## config.mk

```make
export PLATFORM = sky130hd
export DESIGN_NAME = video_fetch_top
export DESIGN_NICKNAME = d
export VERILOG_FILES = /design/src/logic/video_pkg.sv /design/src/logic/fetch_arbiter.sv /design/src/logic/fetch_queue.sv /design/src/logic/fetch_scan.sv /design/src/logic/video_fetch_top.sv /design/src/logic/video_mode.sv
export SDC_FILE = /design/constraint.sdc
export NUM_CORES = 1
export LEC_CHECK = 0
export BUFFER_PORTS_ARGS = -buffer_cell sky130_fd_sc_hd__buf_4
export CAP_MARGIN = 20
export CORE_ASPECT_RATIO = 0.75
export CORE_MARGIN = 2
export CORE_UTILIZATION = 40
export CTS_CLUSTER_SIZE = 10
export DETAILED_ROUTE_END_ITERATION = 6
export PLACE_DENSITY = 0.67
export RECOVER_POWER = 25
export SETUP_SLACK_MARGIN = 0.5
export SLEW_MARGIN = 20
export SYNTH_ARGS = -nofsm -noshare
export SYNTH_HDL_FRONTEND = slang
export SYNTH_SLANG_ARGS = --single-unit
```

## constraint.sdc

```tcl
create_clock -name clk -period 4.1 [get_ports clk]
set_input_delay 0.205 -clock clk [delete_from_list [all_inputs] [get_ports clk]]
set_output_delay 0.205 -clock clk [all_outputs]
set_load 0.05 [all_outputs]
```

## src/logic/video_pkg.sv

```systemverilog
// video mode and render codes, fetch request and mode parameter structs, line width function
`default_nettype none

package video_pkg;

	typedef enum logic [2:0] {
		M_ZX = 3'd0,	// ZX
		M_HC = 3'd1,	// 16c
		M_XC = 3'd2,	// 256c
		M_TX = 3'd3,	// text
		M_GS = 3'd4,	// giga
		M_T0 = 3'd5,	// ZX hi-res test
		M_T1 = 3'd6,	// reserved
		M_NG = 3'd7	// no graphics
	} vmode_e;

	typedef enum logic [1:0] {
		R_ZX = 2'd0,
		R_HC = 2'd1,
		R_XC = 2'd2,
		R_TX = 2'd3
	} rmode_e;

	typedef struct packed {
		logic [20:0] addr;	// DRAM word address
		logic [3:0]  sel;
		logic [1:0]  bsl;
		logic [8:0]  row;
		logic [7:0]  col;
	} fetch_req_t;

	typedef struct packed {
		logic [8:0] hpix_beg;
		logic [8:0] hpix_end;
		logic [8:0] vpix_beg;
		logic [8:0] vpix_end;
		logic [4:0] go_offs;
		logic [3:0] video_bw;
		rmode_e     render_mode;
		logic       hires;
	} mode_par_t;

	// raster window by resolution index, index 0 is the rightmost entry
	localparam logic [3:0][8:0] HP_BEG = {9'd88, 9'd108, 9'd108, 9'd140};
	localparam logic [3:0][8:0] HP_END = {9'd448, 9'd428, 9'd428, 9'd396};
	localparam logic [3:0][8:0] VP_BEG = {9'd32, 9'd56, 9'd76, 9'd80};
	localparam logic [3:0][8:0] VP_END = {9'd320, 9'd296, 9'd276, 9'd272};

	// fetch columns per raster line
	function automatic logic [7:0] line_cols(input vmode_e mode, input logic [1:0] rres);
		logic [8:0] width;
		logic [7:0] half;
		width = HP_END[rres] - HP_BEG[rres];
		half = width[8:1];
		case (mode)
			M_HC:    line_cols = {1'b0, width[8:2]};
			M_XC:    line_cols = half;
			M_TX:    line_cols = {half[7:2], 2'b00};	// whole char groups only
			default: line_cols = 8'd64;
		endcase
	endfunction

endpackage

`default_nettype wire

```

## src/logic/fetch_arbiter.sv

```systemverilog
// round-robin arbiter draining the bank queues onto the DRAM request port
`timescale 1ns/1ps
`default_nettype none

module fetch_arbiter
	import video_pkg::*;
#(
	parameter int NUM_BANKS = 4
) (
	input  logic                        clk,
	input  logic                        rst_n,
	input  fetch_req_t [NUM_BANKS-1:0] q_req,
	input  logic [NUM_BANKS-1:0]        q_valid,
	output logic [NUM_BANKS-1:0]        q_ready,
	output fetch_req_t                  dram_req,
	output logic                        dram_valid,
	input  logic                        dram_ready
);

	localparam int BANK_W = NUM_BANKS > 1 ? $clog2(NUM_BANKS) : 1;

	logic [BANK_W-1:0] ptr;
	logic [BANK_W-1:0] cand;
	logic [BANK_W-1:0] grant;
	logic [BANK_W-1:0] held_bank;
	logic found;
	logic hold;	// request shown but not yet taken

	always_comb begin
		int idx;
		cand = ptr;
		found = 1'b0;
		for (int i = 0; i < NUM_BANKS; i++) begin
			idx = int'(ptr) + i;
			if (idx >= NUM_BANKS)
				idx = idx - NUM_BANKS;
			if (!found && q_valid[idx]) begin
				cand = BANK_W'(idx);
				found = 1'b1;
			end
		end
	end

	assign grant = hold ? held_bank : cand;
	assign dram_valid = hold || found;	// held queue cannot drop its valid
	assign dram_req = q_req[grant];

	always_comb begin
		q_ready = '0;
		q_ready[grant] = dram_ready;
	end

	always_ff @(posedge clk) begin
		if (!rst_n) begin
			ptr <= '0;
			hold <= 1'b0;
		end else if (dram_valid && dram_ready) begin
			hold <= 1'b0;
			ptr <= grant == BANK_W'(NUM_BANKS - 1) ? '0 : grant + 1'b1;
		end else begin
			hold <= dram_valid;
		end
	end

	always_ff @(posedge clk)
		held_bank <= grant;

endmodule

`default_nettype wire

```

## src/logic/fetch_queue.sv

```systemverilog
// per-bank fetch request FIFO
`timescale 1ns/1ps
`default_nettype none

module fetch_queue
	import video_pkg::*;
#(
	parameter int QUEUE_DEPTH = 4
) (
	input  logic       clk,
	input  logic       rst_n,
	input  fetch_req_t in_req,
	input  logic       in_valid,
	output logic       in_ready,
	output fetch_req_t out_req,
	output logic       out_valid,
	input  logic       out_ready,
	output logic       empty
);

	localparam int PTR_W = QUEUE_DEPTH > 1 ? $clog2(QUEUE_DEPTH) : 1;
	localparam int CNT_W = $clog2(QUEUE_DEPTH + 1);

	fetch_req_t mem [QUEUE_DEPTH];
	logic [PTR_W-1:0] wr_ptr;
	logic [PTR_W-1:0] rd_ptr;
	logic [CNT_W-1:0] count;
	logic push;
	logic pop;

	assign in_ready = count != CNT_W'(QUEUE_DEPTH);
	assign out_valid = count != '0;
	assign empty = count == '0;
	assign out_req = mem[rd_ptr];
	assign push = in_valid && in_ready;
	assign pop = out_valid && out_ready;

	always_ff @(posedge clk) begin
		if (!rst_n) begin
			wr_ptr <= '0;
			rd_ptr <= '0;
			count <= '0;
		end else begin
			if (push)
				wr_ptr <= wr_ptr == PTR_W'(QUEUE_DEPTH - 1) ? '0 : wr_ptr + 1'b1;
			if (pop)
				rd_ptr <= rd_ptr == PTR_W'(QUEUE_DEPTH - 1) ? '0 : rd_ptr + 1'b1;
			if (push != pop)
				count <= push ? count + 1'b1 : count - 1'b1;
		end
	end

	always_ff @(posedge clk)
		if (push)
			mem[wr_ptr] <= in_req;

endmodule

`default_nettype wire

```

## src/logic/fetch_scan.sv

```systemverilog
// row and column walker issuing one fetch request per column
`timescale 1ns/1ps
`default_nettype none

module fetch_scan
	import video_pkg::*;
(
	input  logic        clk,
	input  logic        rst_n,
	input  logic        start,
	input  logic [8:0]  first_row,
	input  logic [8:0]  row_count,
	input  logic [7:0]  vconf,
	input  logic [20:0] video_addr,
	input  logic [3:0]  fetch_sel,
	input  logic [1:0]  fetch_bsl,
	input  logic        scan_ready,
	output logic [7:0]  cnt_col,
	output logic [8:0]  cnt_row,
	output logic        cptr,
	output fetch_req_t  scan_req,
	output logic        scan_valid,
	output logic        busy_scan
);

	logic [8:0] last_row;
	logic [7:0] ncols;
	logic xfer;
	logic col_end;

	assign ncols = line_cols(vmode_e'(vconf[2:0]), vconf[7:6]);
	assign xfer = scan_valid && scan_ready;
	assign col_end = cnt_col == ncols - 8'd1;

	assign scan_valid = busy_scan;
	assign scan_req = '{addr: video_addr, sel: fetch_sel, bsl: fetch_bsl,
		row: cnt_row, col: cnt_col};

	always_ff @(posedge clk) begin
		if (!rst_n) begin
			busy_scan <= 1'b0;
			cnt_col <= '0;
			cnt_row <= '0;
			cptr <= 1'b0;
		end else if (!busy_scan) begin
			if (start && row_count != 9'd0) begin	// empty band is ignored
				busy_scan <= 1'b1;
				cnt_col <= '0;
				cnt_row <= first_row;
				cptr <= 1'b0;
			end
		end else if (xfer) begin
			cptr <= ~cptr;	// line widths are even
			if (col_end) begin
				cnt_col <= '0;
				if (cnt_row == last_row)
					busy_scan <= 1'b0;
				else
					cnt_row <= cnt_row + 9'd1;
			end else begin
				cnt_col <= cnt_col + 8'd1;
			end
		end
	end

	always_ff @(posedge clk)
		if (!busy_scan && start)
			last_row <= first_row + row_count - 9'd1;

endmodule

`default_nettype wire

```

## src/logic/video_fetch_top.sv

```systemverilog
// video fetch top: scanner, mode decoder, bank queues and DRAM arbiter
`timescale 1ns/1ps
`default_nettype none

module video_fetch_top
	import video_pkg::*;
#(
	parameter int NUM_BANKS = 4,
	parameter int QUEUE_DEPTH = 4
) (
	input  logic        clk,
	input  logic        rst_n,
	input  logic [7:0]  vconf,
	input  logic [7:0]  vpage,
	input  logic [15:0] txt_char,
	input  logic        start,
	input  logic [8:0]  first_row,
	input  logic [8:0]  row_count,
	output logic        busy,
	output mode_par_t   mode_par,
	output fetch_req_t  dram_req,
	output logic        dram_valid,
	input  logic        dram_ready
);

	localparam int BANK_W = NUM_BANKS > 1 ? $clog2(NUM_BANKS) : 1;

	logic [7:0] cnt_col;
	logic [8:0] cnt_row;
	logic cptr;
	logic [20:0] video_addr;
	logic [3:0] fetch_sel;
	logic [1:0] fetch_bsl;
	fetch_req_t scan_req;
	logic scan_valid;
	logic scan_ready;
	logic busy_scan;
	logic scan_start;
	logic [BANK_W-1:0] scan_bank;
	fetch_req_t [NUM_BANKS-1:0] q_req;
	logic [NUM_BANKS-1:0] q_valid;
	logic [NUM_BANKS-1:0] q_ready;
	logic [NUM_BANKS-1:0] q_in_ready;
	logic [NUM_BANKS-1:0] q_empty;

	assign scan_start = start && !busy;	// no restart while draining
	assign busy = busy_scan || !(&q_empty);
	assign scan_bank = BANK_W'(scan_req.addr % NUM_BANKS);
	assign scan_ready = q_in_ready[scan_bank];

	video_mode i_mode (
		.vconf(vconf), .vpage(vpage), .txt_char(txt_char),
		.cnt_col(cnt_col), .cnt_row(cnt_row), .cptr(cptr),
		.video_addr(video_addr), .fetch_sel(fetch_sel), .fetch_bsl(fetch_bsl),
		.mode_par(mode_par)
	);

	fetch_scan i_scan (
		.clk(clk), .rst_n(rst_n), .start(scan_start),
		.first_row(first_row), .row_count(row_count), .vconf(vconf),
		.video_addr(video_addr), .fetch_sel(fetch_sel), .fetch_bsl(fetch_bsl),
		.scan_ready(scan_ready), .cnt_col(cnt_col), .cnt_row(cnt_row), .cptr(cptr),
		.scan_req(scan_req), .scan_valid(scan_valid), .busy_scan(busy_scan)
	);

	for (genvar b = 0; b < NUM_BANKS; b++) begin : g_bank
		fetch_queue #(.QUEUE_DEPTH(QUEUE_DEPTH)) i_queue (
			.clk(clk), .rst_n(rst_n),
			.in_req(scan_req), .in_valid(scan_valid && scan_bank == BANK_W'(b)),
			.in_ready(q_in_ready[b]),
			.out_req(q_req[b]), .out_valid(q_valid[b]), .out_ready(q_ready[b]),
			.empty(q_empty[b])
		);
	end

	fetch_arbiter #(.NUM_BANKS(NUM_BANKS)) i_arb (
		.clk(clk), .rst_n(rst_n),
		.q_req(q_req), .q_valid(q_valid), .q_ready(q_ready),
		.dram_req(dram_req), .dram_valid(dram_valid), .dram_ready(dram_ready)
	);

endmodule

`default_nettype wire

```

## src/logic/video_mode.sv

```systemverilog
// video mode decoder: static mode parameters, fetch address and lane selectors
`timescale 1ns/1ps
`default_nettype none

module video_mode
	import video_pkg::*;
(
	input  logic [7:0]  vconf,
	input  logic [7:0]  vpage,
	input  logic [15:0] txt_char,
	input  logic [7:0]  cnt_col,
	input  logic [8:0]  cnt_row,
	input  logic        cptr,
	output logic [20:0] video_addr,
	output logic [3:0]  fetch_sel,
	output logic [1:0]  fetch_bsl,
	output mode_par_t   mode_par
);

	vmode_e vmod;
	logic [1:0] rres;
	logic [11:0] addr_zx_gfx;
	logic [11:0] addr_zx_atr;
	logic [20:0] addr_zx;
	logic [20:0] addr_16c;
	logic [20:0] addr_256c;
	logic [13:0] addr_tx;

	assign vmod = vmode_e'(vconf[2:0]);
	assign rres = vconf[7:6];

	always_comb begin
		mode_par.hpix_beg = HP_BEG[rres];
		mode_par.hpix_end = HP_END[rres];
		mode_par.vpix_beg = VP_BEG[rres];
		mode_par.vpix_end = VP_END[rres];
		mode_par.hires = (vmod == M_TX) || (vmod == M_T0);	// double pixel rate
		mode_par.go_offs = 5'd18;
		mode_par.video_bw = 4'b1001;	// 1 of 8
		mode_par.render_mode = R_ZX;
		case (vmod)
			M_GS: mode_par.video_bw = 4'b1010;
			M_HC: begin
				mode_par.go_offs = 5'd10;
				mode_par.video_bw = 4'b1010;	// 2 of 8
				mode_par.render_mode = R_HC;
			end
			M_XC: begin
				mode_par.go_offs = 5'd6;
				mode_par.video_bw = 4'b0010;	// 2 of 4
				mode_par.render_mode = R_XC;
			end
			M_TX: begin
				mode_par.go_offs = 5'd10;
				mode_par.video_bw = 4'b1100;	// 4 of 8
				mode_par.render_mode = R_TX;
			end
			M_T0: begin
				mode_par.go_offs = 5'd10;
				mode_par.video_bw = 4'b1010;
			end
			default: ;
		endcase
	end

	// ZX screen layout, even column pixels, odd column attributes
	assign addr_zx_gfx = {cnt_row[7:6], cnt_row[2:0], cnt_row[5:3], cnt_col[4:1]};
	assign addr_zx_atr = {3'b110, cnt_row[7:3], cnt_col[4:1]};
	assign addr_zx = {vpage, 1'b0, cnt_col[0] ? addr_zx_atr : addr_zx_gfx};

	assign addr_16c = {vpage[7:3], cnt_row, cnt_col[6:0]};
	assign addr_256c = {vpage[7:4], cnt_row, cnt_col};

	always_comb begin
		case (cnt_col[1:0])
			2'd0: addr_tx = {1'b0, cnt_row[8:3], 1'b0, cnt_col[7:2]};	// char codes
			2'd1: addr_tx = {1'b0, cnt_row[8:3], 1'b1, cnt_col[7:2]};	// attributes
			2'd2: addr_tx = {4'b1000, txt_char[7:0], cnt_row[2:1]};	// glyph of char0
			default: addr_tx = {4'b1000, txt_char[15:8], cnt_row[2:1]};
		endcase
	end

	always_comb begin
		case (vmod)
			M_HC: video_addr = addr_16c;
			M_XC: video_addr = addr_256c;
			M_TX: video_addr = {vpage[7:1], addr_tx};
			M_GS: video_addr = '0;
			default: video_addr = addr_zx;
		endcase
	end

	// text selectors run one column ahead of the address cycle
	always_comb begin
		fetch_sel = {~cptr, ~cptr, cptr, cptr};
		fetch_bsl = 2'b10;
		if (vmod == M_TX) begin
			case (cnt_col[1:0])
				2'd1: fetch_sel = 4'b0011;
				2'd2: fetch_sel = 4'b1100;
				2'd3: fetch_sel = 4'b0001;
				default: fetch_sel = 4'b0010;
			endcase
			if (cnt_col[1:0] == 2'd3 || cnt_col[1:0] == 2'd0)
				fetch_bsl = {2{cnt_row[0]}};	// glyph byte follows row parity
		end
	end

endmodule

`default_nettype wire

```

==> reports/qor.csv <==
stage;metric;value;unit
clock_network;insertion_delay;0.63;ns
worst_setup_path;critPathKind;flip-flop to output port;
synthesis;synth.avg_cell_area;16.4;µm²
synthesis;synth_top_area_share;65.4;%
floorplanning;io_pins;148;
pwr;pwr-share-comb;35.6;%
timing;fmax;0.276;GHz
synthesis;synth.yosys.seq_area_share;69.2;%
floorplanning;core_region_area;79000;µm²
clock_network;root_buffer;clkbuf_16;
global_route;grt_max_degree;46;
pwr;p_int;15.9;mW
routing;vias;18500;
pwr;p_total;25.4;mW
synthesis;yosys.area.top_type;edfxtp_1;
floorplanning;die_y;249;µm
flow_run;drv_cap;5;
clock_network;htree_levels;3;
pwr;seq_power_share;37.7;%
final_layout;fin_nets;2246;
synthesis;synth-async-reset-ratio;0;%
placement;dpl.hpwl;48900;µm
clock_network;cts_sinks;757;
worst_setup_path;crit_arrival;3.42;ns
floorplanning;dieArea;82300;µm²
pwr;p_per_area;684;nW/µm²
worst_setup_path;cp-start-kind;flip-flop;
routing;drtAntennaViolNets;0;
worst_setup_path;crit_fanout;28;
timing;rsz0062_at_grt;true;
final_layout;drive_above_1_share;24.0;%
final_layout;fillCellCount;6625;
synthesis;synthDistinctLibCells;82;
global_route;grt.overflow.total;0;
global_route;antenna_found_initial;4;
pwr;leakagePower;12.5;nW
pwr;switching_share;37.5;%
timing;finClkSkew;0.0275;ns
global_route;grt_pass1_wl;122000;µm
synthesis;synth_edf_count;697;
global_route;grt_use_total;20.3;%
routing;vias_per_cell;5.75;
synthesis;ys_top_cells_by_area;edfxtp_1, mux4_2, dfxtp_1;
floorplanning;rows;89;
timing;final-setup-viol-count;0;
clock_network;clkTransAtPathRegs;0.06;ns
timing;drv_slew;127;
timing;fin_tns_setup;0;ns
worst_setup_path;regToRegSetupSlack;0.59;ns
clock_network;cts_buffers;86;
worst_setup_path;r2r-end;g_bank[1].i_queue.mem[3][32]$_DFFE_PP_;
worst_setup_path;critical_path_required;3.89;ns
routing;routed_wl;83600;µm
status;violations;capacitance limit, slew limit;
worst_setup_path;worstRegToRegCells;8;
timing;finalCriticalPeriod;3.62;ns
synthesis;netlist_instances;1949;
floorplanning;chipWidth;331;µm
routing;drt_pass1_iterations;5;
final_layout;mostFrequentLayoutCells;edfxtp_1, nand2_1, mux4_2, buf_4, clkbuf_16;
pwr;vdd_drop_max;491;µV
placement;io_buffers;125;
synthesis;yosys_warnings;0;
timing;period_share;88.3;%
timing;hold_viol;0;
routing;wl_per_cell;26.0;µm
pwr;power.switching;9.51;mW
status;status;finished, violations left;
worst_setup_path;crit_path_end;dram_req[1];
worst_setup_path;critical_path.startpoint;g_bank[3].i_queue.count[0]$_SDFFE_PN0P_;
synthesis;synth.cell_area;32000;µm²
worst_setup_path;reg2reg_from;i_scan.cnt_col[0]$_SDFFE_PN0P_;
synthesis;ys_seq_elements;757;
worst_setup_path;cp-end-kind;output port;
timing;slew_headroom;-16.9;%
floorplanning;start_util;40.5;%
placement;gp_congestion;0.851;
global_route;grt_pass1_vias;18800;
routing;drc;0;
hold_path;holdCritPathClass;input port to flip-flop;
synthesis;synth_flop_cell;edfxtp_1;
final_layout;final_common_cell;edfxtp_1;
pwr;clockPowerShare;26.7;%
clock_network;cts.path.max_buffers;3;
routing;dr.first_iter.drc_count;2280;
clock_network;cts_tree;done;
timing;worstMarginPinSlew;1.75;ns
final_layout;area_growth;15.9;%
## repair_timing
item                                   in CTS  in global routing
setup endpoints to repair                  44                 42
endpoints found under the hold margin       8                  0
cloned                                      3                  0
setup buffers                               1                  0
hold buffers                                5                  0
resized for setup                          13                 13
## layout make-up
cell class / count / area, µm² / share of cell area, %
Antenna cell: 1 / 2.50 / 0.00675
Clock buffer: 114 / 2330 / 6.28
Clock inverter: 6 / 51.3 / 0.138
Inverter: 77 / 302 / 0.813
Multi-Input combinational cell: 991 / 9130 / 24.6
Sequential cell: 757 / 22200 / 59.7
Tap cell: 1046 / 1310 / 3.53
Timing Repair Buffer: 222 / 1810 / 4.88
## worst min-delay path by stage
stage,depth (start not counted),slack [ns],from,endpoint
floorplan,1,0.28,dram_ready,i_arb.hold$_SDFF_PP0_
global placement,2,0.45,dram_ready,i_arb.hold$_SDFF_PP0_
detailed placement,2,0.45,dram_ready,i_arb.hold$_SDFF_PP0_
CTS,4,0.01,first_row[7],i_scan.cnt_row[7]$_SDFFE_PN0P_
global route,4,0.04,first_row[7],i_scan.cnt_row[7]$_SDFFE_PN0P_
finish,4,0.04,first_row[7],i_scan.cnt_row[7]$_SDFFE_PN0P_
## sequential cells by signal, summed over array words and instances, names as in the netlist, named ones only
| name | count |
|---|---|
| i_arb.ptr | 2 |
| g_bank.i_queue.rd_ptr | 8 |
| i_scan.busy_scan | 1 |
| i_scan.last_row | 9 |
| i_scan.cnt_col | 8 |
| g_bank.i_queue.mem | 688 |
| i_scan.cnt_row | 9 |
| g_bank.i_queue.wr_ptr | 8 |
| i_arb.held_bank | 2 |
| i_arb.hold | 1 |
| i_scan.cptr | 1 |
| g_bank.i_queue.count | 12 |
## power by group through the flow
| stage | clock [mW] | sequential (mW) | combinational [mW] |
|---|---|---|---|
| after floorplan | 0 | 9.57 | 5.55 |
| after global placement | 0 | 9.66 | 8.51 |
| after detailed placement | 0 | 9.69 | 8.64 |
| after CTS | 6.87 | 9.55 | 9.00 |
| after global routing | 7.16 | 9.61 | 9.51 |
| final | 6.77 | 9.56 | 9.03 |
## Yosys cell counts (20+ instances only)
cell,instances
inv_1,74
dfxtp_1,60
nand3_1,20
a21oi_1,41
buf_4,32
a31oi_1,44
nand2_1,234
xnor2_1,32
nor2_1,69
and3_1,48
clkbuf_1,91
ha_1,52
mux4_2,172
edfxtp_1,697
o21ai_0,24
## routing by layer
metal | vias to the layer above | global-route usage [%] | wire length [µm]
met5 | - | 0 | 0
met4 | 0 | 5.53 | 2000
met3 | 145 | 4.63 | 8010
li1 | 7848 | - | -
met2 | 903 | 30.3 | 37600
met1 | 9589 | 29.7 | 36000
## cells by family (layout without fill, tap and decap cells)
family                     Yosys count  in the layout  synth area share [%]
adders and majority gates           57             57                  2.35
buffers and inverters              219            419                  3.00
DFF                                757            757                  69.2
muxes                              191            191                  12.7
xor gates and xnor gates            42             42                  1.24
and+or+nand+nor                    472            472                  6.97
AOI/OAI and AO/OA                  209            210                  4.54
other                                2             20                0.0235
## through the flow
stage	hold WS, ns	cell area [µm²]	std cells	utilization [%]	worst slack [ns]
after global placement	0.452	34600	3084	43.8	0.690
after global routing	0.0384	37100	3214	47.0	0.452
after floorplan	0.281	32100	1966	-	0.640
after detailed placement	0.453	34600	3084	43.8	0.653
after CTS	0.0140	37200	3213	47.1	0.496
final	0.0442	37100	3214	47.0	0.479
## worst max-delay path, stage by stage (launching register included)
cell	delay [ns]
dfxtp_1	0.51
or3_1	0.30
o221ai_1	0.20
a221oi_4	0.48
a21oi_4	0.08
buf_4	0.29
and3_1	0.20
a31oi_1	0.41
buf_4	0.30
Power figures use the tool's default switching activity.
